[src/verilog/exec_pkg.sv]
package exec_pkg;

    typedef logic [31:0] word_t;

    typedef logic [4:0] cp0_addr_t;

    typedef enum logic [3:0] {
        ALU_ADD,
        ALU_ADDU,
        ALU_SUB,
        ALU_SUBU,
        ALU_AND,
        ALU_OR,
        ALU_XOR,
        ALU_NOR,
        ALU_SLT,
        ALU_SLTU,
        ALU_SLL,
        ALU_SRL,
        ALU_SRA,
        ALU_LUI
    } alu_op_t;

    typedef enum logic [2:0] {
        MD_MULT,
        MD_MULTU,
        MD_DIV,
        MD_DIVU,
        MD_MTHI,
        MD_MTLO
    } md_op_t;

    // The hazard unit uses this encoding and picks the memory-stage link value with 3.
    typedef enum logic [1:0] {
        FWD_RF      = 2'd0,
        FWD_WB      = 2'd1,
        FWD_MEM     = 2'd2,
        FWD_MEM_PC8 = 2'd3
    } fwd_sel_t;

    typedef enum logic [1:0] {
        OPND_REG  = 2'd0,
        OPND_IMM  = 2'd1,
        OPND_ZERO = 2'd2
    } opnd_sel_t;

    typedef enum logic [1:0] {
        RES_ALU,
        RES_HI,
        RES_LO,
        RES_CP0
    } res_sel_t;

    typedef enum logic [2:0] {
        MEM_NONE,
        MEM_LW,
        MEM_LH,
        MEM_SW,
        MEM_SH
    } mem_kind_t;

    typedef enum logic [4:0] {
        EXC_INT  = 5'd0,
        EXC_ADEL = 5'd4,
        EXC_ADES = 5'd5,
        EXC_RI   = 5'd10,
        EXC_OV   = 5'd12,
        EXC_NONE = 5'd31
    } exc_code_t;

    localparam cp0_addr_t CP0_SR    = 5'd12;
    localparam cp0_addr_t CP0_CAUSE = 5'd13;
    localparam cp0_addr_t CP0_EPC   = 5'd14;
    localparam cp0_addr_t CP0_PRID  = 5'd15;

    localparam word_t EXC_VECTOR = 32'h0000_4180;
    localparam word_t PRID_VALUE = 32'h0001_8a01;

endpackage

[src/verilog/exc_judge.sv]
`timescale 1ns/1ps

module exc_judge (
    input  exec_pkg::word_t     pc,
    input  exec_pkg::word_t     addr,
    input  exec_pkg::mem_kind_t mem_kind,
    input  logic                unknown_instr,
    input  logic                trap_ovf,
    input  logic                overflow,
    output exec_pkg::exc_code_t exc_code
);
    import exec_pkg::*;

    logic pc_bad;
    logic load_bad;
    logic store_bad;

    assign pc_bad    = (pc[1:0] != 2'b00);
    assign load_bad  = ((mem_kind == MEM_LW) && (addr[1:0] != 2'b00)) ||
                       ((mem_kind == MEM_LH) && addr[0]);
    assign store_bad = ((mem_kind == MEM_SW) && (addr[1:0] != 2'b00)) ||
                       ((mem_kind == MEM_SH) && addr[0]);

    // Fetch errors come first, data address errors last.
    always_comb begin
        if (pc_bad) begin
            exc_code = EXC_ADEL;
        end else if (unknown_instr) begin
            exc_code = EXC_RI;
        end else if (trap_ovf && overflow) begin
            exc_code = EXC_OV;
        end else if (load_bad) begin
            exc_code = EXC_ADEL;
        end else if (store_bad) begin
            exc_code = EXC_ADES;
        end else begin
            exc_code = EXC_NONE;
        end
    end

endmodule

[config.mk]
export PLATFORM = sky130hd
export DESIGN_NAME = exc_judge
export DESIGN_NICKNAME = d
export VERILOG_FILES = /design/src/verilog/exec_pkg.sv /design/src/verilog/exc_judge.sv
export SDC_FILE = /design/constraint.sdc
export NUM_CORES = 1
export LEC_CHECK = 0
export BUFFER_PORTS_ARGS = -buffer_cell sky130_fd_sc_hd__clkbuf_2
export CORE_AREA = 2 2 39 41
export DETAILED_ROUTE_END_ITERATION = 8
export DIE_AREA = 0 0 41 43
export PLACE_DENSITY = 0.8
export SLEW_MARGIN = 10
export SYNTH_ARGS = -nofsm -noshare
export SYNTH_HDL_FRONTEND = slang
export SYNTH_SLANG_ARGS = --single-unit
export TNS_END_PERCENT = 1
[constraint.sdc]
create_clock -name vclk -period 2.8
set_clock_uncertainty 0.15 [all_clocks]
set_input_delay 0.56 -clock vclk [all_inputs]
set_output_delay 0.56 -clock vclk [all_outputs]
set_load 0.05 [all_outputs]
==> key figures <==
Global route
  – Largest net degree at the start of global routing: 6
  – First-pass GRT wire length: 572 um
  – GRT overflow: 0
  – Initial antenna violation count: 0
  – Vias in the first global route: 137
  – Total GRT Usage: 0.0450

Timing
  – Post-layout min period: between 2 and 2.5 ns
  – Unrepaired setup endpoints after global routing: no
  – F_max: between 0.4 and 0.5 GHz
  – Final slew viol count: 0
  – Final setup fails: 0
  – Final Hold Violating Endpoints: 0
  – Relative slew slack: 0.801
  – Setup slack after layout: 0.596 ns
  – Tcrit/Tclk final: 0.787
  – Setup TNS: 0 ns
  – Slew of the pin with the lowest slew margin: 0.296 ns

Hold path
  – Hold Path Depth: 3
  – HP Class: in -> out

Placement
  – I/O Buffers: 15
  – Post-DP Area: 224 um2
  – Hpwl dp: 360 um
  – Pre-CTS setup slack: 0.597 ns
  – Gp weighted congestion: 0.524
  – DP Cell Count: 52

Pwr
  – Peak VDD IR: slightly above 0.00005 V
  – P_leak: 0.115 nW
  – Combinational Power Share: 1.000
  – Clock power frac: 0
  – Switch Pwr: about 0.000028 W
  – P_int: 0.0000138 W
  – Switching Fraction: 0.673
  – Part of the power in registers: 0
  – Pwr dens: 188 mW/mm2

Critical path
  – CP endpoint: exc_code[3]
  – Worst path max stage delay: about 0.32 ns
  – Critical Path Fanout Max: 4
  – Critical path data required time: roughly 2.1 ns
  – Worst Setup End Kind: output port
  – CP delay by family, top: simple AND/OR/NAND/NOR gates
  – Cells along the critical path: clkbuf_2 > nor2_1 > or2b_1 > o41ai_2 > clkbuf_2
  – Startpoint Class: input pin
  – WP data arrival: 1.49 ns
  – Slowest-stage cell, CP: clkbuf_2
  – Buffers & Inverters on Critical Path: 2
  – Crit path kind: in -> out
  – CP Depth: 5
  – Launch point of the critical path: pc[1]
  – Most frequent cell on the critical path: clkbuf_2

Finish
  – Non-Filler Instances: 52
  – # clk buffers: 0
  – Commonest non-fill, non-tap cell in the layout: clkbuf_2
  – Area Overhead vs Synth: 73.8%
  – Final nets: 108
  – # diodes: 0
  – Sequential cell area: 0 um2
  – Share of post-route cells with drive strength above 1: 0.556
  – Multi-input logic area: ~130 um2
  – Most frequent cells in the layout: 15 x clkbuf_2, 7 x nand2_1, 2 x a21oi_1, 2 x nor2_1
  – Seq cells: 0
  – Post-route cell area: ~220 um2
  – FILL cells: 160

Clock network
  – CTS resizes: 0
  – Post-CTS Setup Bufs: 0
  – Cts hold-fix bufs: 0

Floorplan
  – Initial Utilization: 0.0931
  – Number of cell rows: 14
  – Die H: ~43 um
  – Chip width: 41 um
  – Core area: around 0.0014 mm2
  – I/O pins: 75
  – Die ar.: 0.00176 mm2

Yosys
  – Synthesized Nets: around 90
  – Post-synth top area cell: nand2_1
  – Sequential fraction of the synthesis area: 0
  – Top cell type's share of synthesized area: 0.204
  – Cell count after synthesis: 21
  – Commonest cells post-synth: 7 x nand2_1, 2 x a21oi_1, 2 x nor2_1
  – Most frequent cell after synthesis: nand2_1
  – Avg Inst Size Synth: around 6.1 um2
  – Synth unique cells: 13
  – Ys Warns: 0
  – Post-Synthesis Cell Area: 129 um2
  – Top cells by area, synth: nand2_1 20%, o41ai_2 13%, o31ai_2 9.7%, a21oi_1 7.8%, nor3_2 7.8%

Drt
  – DRT antenna net count: 0
  – Drt via density: 3.85
  – Initial DRC count: 5
  – DRT Pass-1 Iters: 4
  – Drt total wl: around 380 um
  – Vias: 200
  – Drt wl/cell: 7.37 um
  – # DRC: 0

Flow run
  – Maxcap violations: 0

Run status
  – Status: completed
-- cell type report --
class / count / area share
Multi-Input combinational cell: 20 / 0.559
Timing Repair Buffer: 15 / 0.335
Tap cell: 16 / 0.0894
Inverter: 1 / 0.0168
-- how the worst min path moves through the flow --
| stage | start | to |
|---|---|---|
| 2_1_floorplan | pc[0] | exc_code[3] |
| 3_3_place_gp | unknown_instr | exc_code[2] |
| 3_5_place_dp | pc[0] | exc_code[3] |
| 4_1_cts | pc[0] | exc_code[3] |
| 5_1_grt | pc[0] | exc_code[3] |
| 6_report | pc[0] | exc_code[3] |
-- power by group through the flow --
stage	clock network, W	logic [W]	registers (W)
2_1_floorplan	0	0.0000267	0
3_3_place_gp	0	0.0000416	0
3_5_place_dp	0	0.0000426	0
4_1_cts	0	0.0000426	0
5_1_grt	0	0.0000463	0
6_report	0	0.0000422	0
-- routing by layer --
layer  share of wire  vias to the layer above  routed length [um]  track usage
li1                -                      106                   -            -
met1            0.53                       77                 202       0.0759
met2            0.30                       17                 115       0.0656
met3            0.17                        0                  65            0
met4               0                        0                   0            0
met5               0                        -                   0            0
-- tightest hold or removal path: cells and delay by family --
| kind | cells | cell delay [ns] |
|---|---|---|
| compound gates | 1 | 0.07 |
| buf+inv | 2 | 0.33 |
-- stage by stage --
step / hold WS (ns) / utilization / total power [W]
4_1_cts: 1.37 / 0.162 / 0.0000426
2_1_floorplan: 1.18 / - / 0.0000267
6_report: 1.37 / 0.162 / 0.0000422
5_1_grt: 1.38 / 0.162 / 0.0000463
3_5_place_dp: 1.37 / 0.162 / 0.0000426
3_3_place_gp: 1.37 / 0.162 / 0.0000416
-- logic make-up (layout without fill, tap and decap cells) --
| logic type | Yosys count | after routing | share of synthesized area |
|---|---|---|---|
| AO/OA/AOI/OAI | 7 | 7 | 0.486 |
| AND/OR/NAND/NOR | 13 | 13 | 0.486 |
| buffers and inverters | 1 | 16 | 0.0291 |
Power figures use the tool's default switching activity.
