File: config.mk
export PLATFORM = sky130hd
export DESIGN_NAME = alu
export DESIGN_NICKNAME = d
export VERILOG_FILES = /design/src/verilog/exec_pkg.sv /design/src/verilog/alu.sv
export SDC_FILE = /design/constraint.sdc
export NUM_CORES = 1
export LEC_CHECK = 0
export BUFFER_PORTS_ARGS = -buffer_cell sky130_fd_sc_hd__buf_2
export CORE_ASPECT_RATIO = 1.75
export CORE_MARGIN = 5
export CORE_UTILIZATION = 40
export DETAILED_ROUTE_END_ITERATION = 12
export GPL_TIMING_DRIVEN = 0
export PLACE_DENSITY = 0.61
export SLEW_MARGIN = 20
export SYNTH_ARGS = -nofsm -noshare
export SYNTH_HDL_FRONTEND = slang
export SYNTH_SLANG_ARGS = --single-unit
File: constraint.sdc
create_clock -name vclk -period 5.03
set_clock_uncertainty 0.1 [all_clocks]
set_input_delay 1.006 -clock vclk [all_inputs]
set_output_delay 1.006 -clock vclk [all_outputs]
set_load 0.01 [all_outputs]
File: src/verilog/exec_pkg.sv
package exec_pkg;

    typedef logic [31:0] word_t;

    typedef logic [4:0] cp0_addr_t;

    typedef enum logic [3:0] {
        ALU_ADD,
        ALU_ADDU,
        ALU_SUB,
        ALU_SUBU,
        ALU_AND,
        ALU_OR,
        ALU_XOR,
        ALU_NOR,
        ALU_SLT,
        ALU_SLTU,
        ALU_SLL,
        ALU_SRL,
        ALU_SRA,
        ALU_LUI
    } alu_op_t;

    typedef enum logic [2:0] {
        MD_MULT,
        MD_MULTU,
        MD_DIV,
        MD_DIVU,
        MD_MTHI,
        MD_MTLO
    } md_op_t;

    // The hazard unit uses this encoding and picks the memory-stage link value with 3.
    typedef enum logic [1:0] {
        FWD_RF      = 2'd0,
        FWD_WB      = 2'd1,
        FWD_MEM     = 2'd2,
        FWD_MEM_PC8 = 2'd3
    } fwd_sel_t;

    typedef enum logic [1:0] {
        OPND_REG  = 2'd0,
        OPND_IMM  = 2'd1,
        OPND_ZERO = 2'd2
    } opnd_sel_t;

    typedef enum logic [1:0] {
        RES_ALU,
        RES_HI,
        RES_LO,
        RES_CP0
    } res_sel_t;

    typedef enum logic [2:0] {
        MEM_NONE,
        MEM_LW,
        MEM_LH,
        MEM_SW,
        MEM_SH
    } mem_kind_t;

    typedef enum logic [4:0] {
        EXC_INT  = 5'd0,
        EXC_ADEL = 5'd4,
        EXC_ADES = 5'd5,
        EXC_RI   = 5'd10,
        EXC_OV   = 5'd12,
        EXC_NONE = 5'd31
    } exc_code_t;

    localparam cp0_addr_t CP0_SR    = 5'd12;
    localparam cp0_addr_t CP0_CAUSE = 5'd13;
    localparam cp0_addr_t CP0_EPC   = 5'd14;
    localparam cp0_addr_t CP0_PRID  = 5'd15;

    localparam word_t EXC_VECTOR = 32'h0000_4180;
    localparam word_t PRID_VALUE = 32'h0001_8a01;

endpackage

File: src/verilog/alu.sv
`timescale 1ns/1ps

module alu (
    input  exec_pkg::word_t   a,
    input  exec_pkg::word_t   b,
    input  exec_pkg::alu_op_t op,
    output exec_pkg::word_t   y,
    output logic              overflow
);
    import exec_pkg::*;

    logic [32:0] sum_ext;
    logic [32:0] diff_ext;

    // One extra sign bit makes signed overflow visible as a mismatch of the top two bits.
    assign sum_ext  = {a[31], a} + {b[31], b};
    assign diff_ext = {a[31], a} - {b[31], b};

    always_comb begin
        overflow = 1'b0;
        if (op == ALU_ADD) begin
            overflow = sum_ext[32] ^ sum_ext[31];
        end else if (op == ALU_SUB) begin
            overflow = diff_ext[32] ^ diff_ext[31];
        end
    end

    // Shift amount comes in on a, the value to shift on b.
    always_comb begin
        case (op)
            ALU_ADD, ALU_ADDU: y = sum_ext[31:0];
            ALU_SUB, ALU_SUBU: y = diff_ext[31:0];
            ALU_AND:           y = a & b;
            ALU_OR:            y = a | b;
            ALU_XOR:           y = a ^ b;
            ALU_NOR:           y = ~(a | b);
            ALU_SLT:           y = {31'b0, $signed(a) < $signed(b)};
            ALU_SLTU:          y = {31'b0, a < b};
            ALU_SLL:           y = b << a[4:0];
            ALU_SRL:           y = b >> a[4:0];
            ALU_SRA:           y = $signed(b) >>> a[4:0];
            ALU_LUI:           y = {b[15:0], 16'b0};
            default:           y = '0;
        endcase
    end

endmodule

==> results.json <==
{
  "synthSimpleGateAreaFrac": 0.181,
  "worstPathMaxFanout": 3,
  "vias": 12059,
  "nClkBuffers": 0,
  "synth-xor-area-share": 0.0590,
  "grt_first_pass_wirelength_mm": 80.0,
  "drt_pass1_iterations": 7,
  "synth-compound-area-share": 0.346,
  "slew_violations": 0,
  "synth_area_per_cell_um2": 7.02,
  "seq_area_frac_synth": 0,
  "antenna_found_initial": 2,
  "ir_worst_vdd_v": 0.0000613,
  "core_um2": 22700,
  "remaining_drc_errors": 0,
  "critPathSlowestCell": "or4_1",
  "syn_area_um2": 9200,
  "wl_per_cell_um": 31.3,
  "max_slew_margin": 0.231,
  "die_area_um2": 26300,
  "final-seq-area_um2": 0,
  "pre_cts_slack_ns": -1.37,
  "startpoint_type": "input pin",
  "setup_viol": 10,
  "synth_cells": 1311,
  "rows": 73,
  "synth.distinct_cells": 100,
  "hold_path.class": "input pin to output pin",
  "topRoutingLayerUsed": "met4",
  "ios": 101,
  "fin_area_um2": 11500,
  "slowest_delay_ns": 0.43,
  "p_per_area_nw_per_um2": 132,
  "drt-met1-wl_mm": 18.2,
  "muxShareOfSynthArea": 0.172,
  "grt_pass1_vias": 11909,
  "fin_crit_sh": 1.08,
  "synth_nets": 1478,
  "route.met2.wl_mm": 25.8,
  "cpLargestDelayFamily": "compound AO/OA/AOI/OAI gates",
  "fmax_mhz": 183,
  "postCtsHoldBufs": 0,
  "synth-adder-area-share": 0.136,
  "fin_crit_ns": 5.45,
  "drtAntennaViolNets": 0,
  "cp_num_buf_inv": 9,
  "gr-total-overflow": 0,
  "dieHeight_um": 211,
  "worst_slack_ns": -0.424,
  "timing.hold.ws_ns": 2.58,
  "synth_warnings": 0,
  "wl_mm": 55.3,
  "status": "finished, violations left",
  "power_leakage_nw": 4.81,
  "port_buffers": 99,
  "path_class": "input pin to output pin",
  "cp.required_ns": 3.92,
  "design.seq.count": 0,
  "synth_top_family_by_area": "compound AO/OA/AOI/OAI gates",
  "first_iter_violations": 1327,
  "area_growth_pct": 25.3,
  "grt_max_degree": 12,
  "via_per_inst": 6.83,
  "met3_length_mm": 4.79,
  "tightest_slew_ns": 1.14,
  "finalHoldViolCount": 0,
  "path_common_cell": "buf_12",
  "die_w_um": 125,
  "failed_checks": "setup timing",
  "place_hpwl_mm": 42.4,
  "nets": 1633,
  "crit_arrival_ns": 4.35,
  "drive_gt1_frac": 0.279,
  "initial_core_util": 0.405,
  "endpoint_kind": "output pin",
  "crit_chain": "buf_8 > buf_8 > buf_12 > buf_12 > buf_12 > inv_8 > ha_4 > inv_2 > fa_2 > nor2b_4 > o221ai_4 > a311oi_4 > a211oi_4 > buf_6 > a2111oi_4 > o31a_1 > nor3_4 > or4_1 > a22oi_2 > buf_2",
  "grt_util_all_layers": 0.403,
  "drv_cap": 0,
  "dpl_cell_area_um2": 10200,
  "gp_congestion": 1.15,
  "rsz0062_at_grt": "yes"
}
what timing repair did:
action	CTS	global route
setup buffers	38	24
endpoints found under the setup margin	32	30
gates cloned	0	0
resized for setup	138	116
pin swaps	37	48
cells in the final DEF (no fill, tap or decap), types with 13 or more instances in the layout:
| cell | instances |
|---|---|
| a211oi_1 | 17 |
| a21oi_1 | 117 |
| a221oi_1 | 16 |
| a22oi_1 | 42 |
| buf_2 | 99 |
| buf_4 | 61 |
| buf_6 | 21 |
| clkbuf_1 | 30 |
| ha_1 | 90 |
| inv_1 | 85 |
| mux2i_1 | 46 |
| mux4_2 | 45 |
| nand2_1 | 82 |
| nand3_1 | 17 |
| nor2_1 | 164 |
| nor3_1 | 25 |
| o211ai_1 | 13 |
| o21ai_0 | 79 |
| o21ai_1 | 26 |
| o21bai_1 | 15 |
| o22ai_1 | 13 |
| xnor2_1 | 54 |
through the flow:
step	utilization	cells	TNS (ns)	total power, mW
finish	0.507	1765	-1.70	1.52
global route	0.507	1764	-2.63	1.59
CTS	0.484	1747	-1.97	1.39
detailed placement	0.447	1710	-22.69	1.27
global placement	0.447	1710	-22.78	1.27
floorplan	-	1311	0	0.820
synthesized netlist by cell type (all sizes together), types with 8 or more instances:
library cell	instances	share of area
or3	8	0.0056
nor3	29	0.016
a22oi	45	0.037
ha	97	0.13
o41ai	8	0.010
buf	59	0.040
nand2b	12	0.0082
o21bai	15	0.012
and3	8	0.0054
a221oi	17	0.016
mux4	45	0.11
o21ai	120	0.068
xnor2	58	0.055
a211oi	22	0.020
nand2	85	0.035
nor2	168	0.069
a21oi	131	0.072
nor2b	9	0.0069
o221ai	8	0.0083
o211ai	15	0.013
inv	98	0.040
o22ai	14	0.0095
mux2i	51	0.055
nand3	18	0.011
a21o	10	0.0086
clkbuf	49	0.024
path summary, 6_finish.rpt:
path / from / end / depth (start not counted)
setup / recovery: a[0] / y[30] / 20
hold / removal: a[31] / y[0] / 4
where the power goes:
part / internal [mW] / leakage (nW) / switching [mW]
sequential: 0 / 0 / 0
clock: 0.0000000782 / 0.00000790 / 0
combinational: 0.586 / 4.81 / 0.938
total: 0.586 / 4.81 / 0.938
area by class of cell:
type | instances | area [um^2]
fill | 2322 | 11200
multi-input combinational | 1102 | 8900
timing repair buffer | 160 | 1070
buffer | 102 | 772
inverter | 100 | 408
tap | 300 | 375
antenna | 1 | 2.50
cells by family (layout without fill, tap and decap cells):
kind of cell / after synthesis / count (layout)
AO/OA/AOI/OAI: 472 / 472
XOR/XNOR: 62 / 62
other: 0 / 1
buffers and inverters: 209 / 362
adder cells (fa/ha/maj): 99 / 99
AND/OR/NAND/NOR: 368 / 368
multiplexers: 101 / 101
layer usage:
| layer | vias up | track usage |
|---|---|---|
| li1 | 5129 | - |
| met1 | 5688 | 0.418 |
| met2 | 891 | 0.682 |
| met3 | 351 | 0.0840 |
| met4 | 0 | 0.363 |
| met5 | - | 0 |
tightest hold or removal path, stage by stage:
cell	delay (ns)
buf_2	0.11
ha_1	0.28
o41ai_2	0.14
buf_2	0.14
(Power assumes the default switching activity.)
