File: config.mk
export PLATFORM = sky130hd
export DESIGN_NAME = cp0
export DESIGN_NICKNAME = d
export VERILOG_FILES = /design/src/verilog/exec_pkg.sv /design/src/verilog/cp0.sv
export SDC_FILE = /design/constraint.sdc
export NUM_CORES = 1
export LEC_CHECK = 0
export BUFFER_PORTS_ARGS = -buffer_cell sky130_fd_sc_hd__buf_2
export CORE_MARGIN = 4
export CORE_UTILIZATION = 52
export DETAILED_ROUTE_END_ITERATION = 10
export GPL_TIMING_DRIVEN = 0
export HOLD_SLACK_MARGIN = 0.12
export PLACE_DENSITY = 0.86
export SYNTH_ARGS = -nofsm -noshare
export SYNTH_HDL_FRONTEND = slang
export SYNTH_SLANG_ARGS = --single-unit
File: constraint.sdc
create_clock -name clk -period 2.9 [get_ports clk]
set_clock_uncertainty 0.1 [all_clocks]
set_input_delay 0.29 -clock clk [delete_from_list [all_inputs] [get_ports clk]]
set_output_delay 0.29 -clock clk [all_outputs]
set_load 0.005 [all_outputs]
File: src/verilog/exec_pkg.sv
package exec_pkg;

    typedef logic [31:0] word_t;

    typedef logic [4:0] cp0_addr_t;

    typedef enum logic [3:0] {
        ALU_ADD,
        ALU_ADDU,
        ALU_SUB,
        ALU_SUBU,
        ALU_AND,
        ALU_OR,
        ALU_XOR,
        ALU_NOR,
        ALU_SLT,
        ALU_SLTU,
        ALU_SLL,
        ALU_SRL,
        ALU_SRA,
        ALU_LUI
    } alu_op_t;

    typedef enum logic [2:0] {
        MD_MULT,
        MD_MULTU,
        MD_DIV,
        MD_DIVU,
        MD_MTHI,
        MD_MTLO
    } md_op_t;

    // The hazard unit uses this encoding and picks the memory-stage link value with 3.
    typedef enum logic [1:0] {
        FWD_RF      = 2'd0,
        FWD_WB      = 2'd1,
        FWD_MEM     = 2'd2,
        FWD_MEM_PC8 = 2'd3
    } fwd_sel_t;

    typedef enum logic [1:0] {
        OPND_REG  = 2'd0,
        OPND_IMM  = 2'd1,
        OPND_ZERO = 2'd2
    } opnd_sel_t;

    typedef enum logic [1:0] {
        RES_ALU,
        RES_HI,
        RES_LO,
        RES_CP0
    } res_sel_t;

    typedef enum logic [2:0] {
        MEM_NONE,
        MEM_LW,
        MEM_LH,
        MEM_SW,
        MEM_SH
    } mem_kind_t;

    typedef enum logic [4:0] {
        EXC_INT  = 5'd0,
        EXC_ADEL = 5'd4,
        EXC_ADES = 5'd5,
        EXC_RI   = 5'd10,
        EXC_OV   = 5'd12,
        EXC_NONE = 5'd31
    } exc_code_t;

    localparam cp0_addr_t CP0_SR    = 5'd12;
    localparam cp0_addr_t CP0_CAUSE = 5'd13;
    localparam cp0_addr_t CP0_EPC   = 5'd14;
    localparam cp0_addr_t CP0_PRID  = 5'd15;

    localparam word_t EXC_VECTOR = 32'h0000_4180;
    localparam word_t PRID_VALUE = 32'h0001_8a01;

endpackage

File: src/verilog/cp0.sv
`timescale 1ns/1ps

module cp0 (
    input  logic                clk,
    input  logic                rst,
    input  exec_pkg::word_t     pc,
    input  logic                in_delay,
    input  exec_pkg::exc_code_t exc_code,
    input  logic [5:0]          hw_int,
    input  logic                we,
    input  exec_pkg::cp0_addr_t addr,
    input  exec_pkg::word_t     wdata,
    input  logic                eret,
    output exec_pkg::word_t     rdata,
    output logic                exc_taken,
    output logic                exc_return,
    output exec_pkg::word_t     target
);
    import exec_pkg::*;

    logic [5:0] sr_im;
    logic       sr_exl;
    logic       sr_ie;
    logic       cause_bd;
    logic [5:0] cause_ip;
    exc_code_t  cause_code;
    word_t      epc;
    logic       int_pending;
    exc_code_t  taken_code;

    // Interrupts are held off while exception level is set.
    assign int_pending = sr_ie && !sr_exl && |(hw_int & sr_im);
    assign taken_code  = int_pending ? EXC_INT : exc_code;
    assign exc_taken   = int_pending || (exc_code != EXC_NONE);
    assign exc_return  = eret && !exc_taken;
    assign target      = exc_taken ? EXC_VECTOR : epc;

    always_comb begin
        case (addr)
            CP0_SR:    rdata = {16'b0, sr_im, 8'b0, sr_exl, sr_ie};
            CP0_CAUSE: rdata = {cause_bd, 15'b0, cause_ip, 3'b0, cause_code, 2'b0};
            CP0_EPC:   rdata = epc;
            CP0_PRID:  rdata = PRID_VALUE;
            default:   rdata = '0;
        endcase
    end

    always_ff @(posedge clk) begin
        if (rst) begin
            sr_im      <= '0;
            sr_exl     <= 1'b0;
            sr_ie      <= 1'b0;
            cause_bd   <= 1'b0;
            cause_ip   <= '0;
            cause_code <= EXC_INT;
            epc        <= '0;
        end else if (exc_taken) begin
            // A delay-slot instruction restarts at its branch.
            epc        <= in_delay ? pc - 32'd4 : pc;
            cause_bd   <= in_delay;
            cause_ip   <= hw_int & sr_im;
            cause_code <= taken_code;
            sr_exl     <= 1'b1;
        end else if (exc_return) begin
            sr_exl <= 1'b0;
        end else if (we) begin
            if (addr == CP0_SR) begin
                sr_im  <= wdata[15:10];
                sr_exl <= wdata[1];
                sr_ie  <= wdata[0];
            end else if (addr == CP0_EPC) begin
                epc <= wdata;
            end
        end
    end

endmodule

==> impl_metrics.sql <==
INSERT INTO impl_metrics (metric_group, metric, value, unit) VALUES
('setup_path', 'timing.rr.start', 'sr_im[5]', ''),
('power_and_ir_drop', 'static-leakage-power', '0.00197', 'uW'),
('power_and_ir_drop', 'sw_frac_of_total', '28.8', '%'),
('yosys', 'synth-edff-count', '0', ''),
('global_route', 'vias_in_the_first_global_route', '3796', ''),
('power_and_ir_drop', 'power.density', '325', 'nW/um^2'),
('power_and_ir_drop', 'net-switching-power', '415', 'uW'),
('floorplanning', 'core-area', '6420', 'um^2'),
('clock_network', 'worst_skew_pair.late_latency', '0.31', 'ns'),
('setup_path', 'cpMostUsedCell', 'sky130_fd_sc_hd__buf_2', ''),
('clock_network', 'clockRootBuffer', 'sky130_fd_sc_hd__clkbuf_8', ''),
('yosys', 'synth.distinct_cells', '46', ''),
('place', 'post-dp-hpwl', '9.26', 'mm'),
('route', 'detailedRoute.firstIterationViolations', '359', ''),
('route', 'routed-via-count', '3928', ''),
('clock_network', 'cts_inserted_buffers', '5', ''),
('yosys', 'most_instantiated_library_cell_after_synthesis', 'sky130_fd_sc_hd__dfxtp_1', ''),
('yosys', 'synth.net_count', '507', ''),
('worst_hold_path', 'min_to', 'cause_code[3]', ''),
('job', 'cap_violations', '0', ''),
('clock_network', 'clk_transition_reported_paths', '0.10', 'ns'),
('global_route', 'track_usage', '27.8', '%'),
('setup_path', 'timing.critical_path.slowest_stage_cell', 'sky130_fd_sc_hd__dlygate4sd3_1', ''),
('yosys', 'synth_async_sr_flop_share', '0', '%'),
('power_and_ir_drop', 'internal_power', '1030', 'uW'),
('final_layout', 'antenna-diode-count', '0', ''),
('route', 'antenna_violating_nets_post_route', '0', ''),
('yosys', 'synth-seq-area-share', '29.8', '%'),
('power_and_ir_drop', 'seq_power_share', '53.6', '%'),
('sta', 'hold_viol', '0', ''),
('sta', 'rsz0062_at_grt', 'false', ''),
('setup_path', 'worst-endpoint-arrival', '2.41', 'ns'),
('floorplanning', 'dieArea', '8100', 'um^2'),
('setup_path', 'rr_worst_depth', '8', ''),
('floorplanning', 'die_height', '90.0', 'um'),
('final_layout', 'final_nets', '665', ''),
('sta', 'final_clock_period_utilization_by_the_worst_path', '96.6', '%'),
('outcome', 'status', 'complete, no violations', ''),
('yosys', 'synthDominantCellAreaShare', '29.8', '%'),
('setup_path', 'worst_setup_path_start_kind', 'primary input', ''),
('setup_path', 'critical_path_buf_inv_count', '5', ''),
('global_route', 'maximum_number_of_pins_on_one_net_before_global_route_repair', '16', ''),
('setup_path', 'r2r_setup_slk', '0.45', 'ns'),
('yosys', 'netlist.top_cell.by_area', 'sky130_fd_sc_hd__dfxtp_1', ''),
('route', 'routed_length_per_placed_instance', '18.0', 'um'),
('place', 'pre_cts_slack', '0.314', 'ns'),
('sta', 'endpoints_failing_setup', '0', ''),
('place', 'io_buffers', '150', ''),
('floorplanning', 'placement_rows', '29', ''),
('yosys', 'ys_warn_count', '0', ''),
('route', 'drc', '0', ''),
('route', 'finalWirelength', '11.8', 'mm'),
('yosys', 'synthesis.area_per_instance', '8.31', 'um^2'),
('sta', 'maxSlewViolCount', '0', ''),
('global_route', 'global_route_overflow', '0', ''),
('yosys', 'synthCells', '421', ''),
('worst_hold_path', 'hold_path_class', 'in -> reg', ''),
('yosys', 'postSynthRegisterBits', '52', ''),
('sta', 'period_needed', '2.80', 'ns'),
('setup_path', 'timing.rr.end', 'epc[29]', ''),
('sta', 'fin_tns_setup', '0', 'ns'),
('power_and_ir_drop', 'clock_power_share', '28.3', '%'),
('power_and_ir_drop', 'vdd_drop_max', '0.000233', 'V'),
('clock_network', 'buffers_from_clock_root_to_sink_at_most', '2', ''),
('yosys', 'ys_top_cells_by_count', 'sky130_fd_sc_hd__dfxtp_1, sky130_fd_sc_hd__nor2_1, sky130_fd_sc_hd__a211oi_1', ''),
('yosys', 'cell_area_after_technology_mapping', '3500', 'um^2'),
('sta', 'fmax', '357', 'MHz'),
('sta', 'worst_slew_margin_rel', '47.9', '%'),
('setup_path', 'crit_path_cell_chain', 'dlygate4sd3_1 > buf_2 > nand2_1 > nor2_1 > buf_2 > clkbuf_1 > and2_1 > buf_2', ''),
('setup_path', 'crit_path_max_incr_delay', '0.55', 'ns'),
('route', 'vias_per_cell', '5.99', '');
[repair_timing]
action                                  CTS  global route
gates resized for setup                   0             1
hold buffers                              1             0
endpoints found under the hold margin     1             0
setup buffers                             0             0
endpoints found under the setup margin    0            24
[layout by cell type, fill, tap and decap left out, drive strengths merged, types with 2 or more instances in the layout]
| master | count |
|---|---|
| inv | 4 |
| nor2b | 21 |
| nor2 | 49 |
| a211oi | 51 |
| xnor2 | 24 |
| or3 | 6 |
| nand3b | 2 |
| dfxtp | 52 |
| and3 | 16 |
| a311oi | 2 |
| nand2b | 4 |
| or2 | 2 |
| and3b | 2 |
| mux2i | 29 |
| or4 | 5 |
| a21boi | 2 |
| nand4b | 2 |
| buf | 161 |
| nor3 | 14 |
| mux2 | 2 |
| nand3 | 10 |
| a22oi | 9 |
| o221a | 2 |
| clkbuf | 26 |
| o21ai | 2 |
| nand4 | 2 |
| and2 | 30 |
| xor2 | 2 |
| nor4 | 10 |
| nand2 | 14 |
| a21oi | 13 |
[power groups by stage]
| stage | Sequential [uW] | Clock, uW | Combinational [uW] |
|---|---|---|---|
| 4_1_cts | 772 | 403 | 256 |
| 6_report | 774 | 409 | 262 |
| 3_3_place_gp | 787 | 0 | 247 |
| 2_1_floorplan | 777 | 0 | 130 |
| 5_1_grt | 778 | 438 | 283 |
| 3_5_place_dp | 789 | 0 | 254 |
[worst min-delay path, cell delays in order]
cell and delay (ns):
sky130_fd_sc_hd__buf_2 0.10, sky130_fd_sc_hd__o21ai_0 0.06, sky130_fd_sc_hd__nor2_1 0.04
[routing by layer]
layer | up-vias | part of all wire [%] | GRT usage [%]
met2 | 200 | 47 | 46.9
met4 | 0 | 3.5 | 11.6
met3 | 37 | 7.3 | 4.67
li1 | 1837 | - | -
met1 | 1854 | 42 | 35.1
met5 | - | 0 | 0
[cell type report]
| cell class | count | area (um^2) |
|---|---|---|
| sequential | 52 | 1040 |
| timing repair buffer | 151 | 761 |
| buffer | 32 | 135 |
| multi-input combinational | 333 | 2310 |
| clock buffer | 5 | 68.8 |
| inverter | 4 | 15.0 |
| clock inverter | 2 | 12.5 |
| fill | 537 | 1980 |
| tap | 77 | 96.3 |
[sequential cells by signal, summed over array words and instances (netlist names)]
name        cells
cause_bd        1
cause_code      5
cause_ip        6
epc            32
sr_exl          1
sr_ie           1
sr_im           6
[how the worst max path moves through the flow]
| stage | slack [ns] | depth (start not counted) | endpoint | start |
|---|---|---|---|---|
| after floorplan | 0.81 | 6 | epc[30] | pc[14] |
| after global placement | 0.41 | 9 | epc[30] | hw_int[1] |
| after detailed placement | 0.31 | 9 | epc[24] | hw_int[1] |
| after CTS | 0.08 | 7 | target[13] | sr_im[2] |
| after global routing | 0.01 | 8 | target[13] | exc_code[4] |
| final | 0.1 | 8 | target[13] | exc_code[4] |
[per-stage QoR]
step | std cells | util [%] | hold WS (ns) | power (uW) | instance area (um^2)
after floorplan | 421 | - | 0.304 | 908 | 3500
after global placement | 648 | 67.6 | 0.340 | 1030 | 4340
after detailed placement | 648 | 67.6 | 0.346 | 1040 | 4340
after CTS | 656 | 69.1 | 0.126 | 1430 | 4440
after global routing | 656 | 69.2 | 0.122 | 1500 | 4440
final | 656 | 69.2 | 0.127 | 1440 | 4440
[kinds of logic after synthesis]
logic type	share of synthesized area [%]
simple gates	32.4
flops	29.8
buf+inv	4.29
compound gates	17.7
xor+xnor	6.51
mux	8.94
fa+ha+maj	0.358
Note: power is estimated with default switching activity, not from simulation.
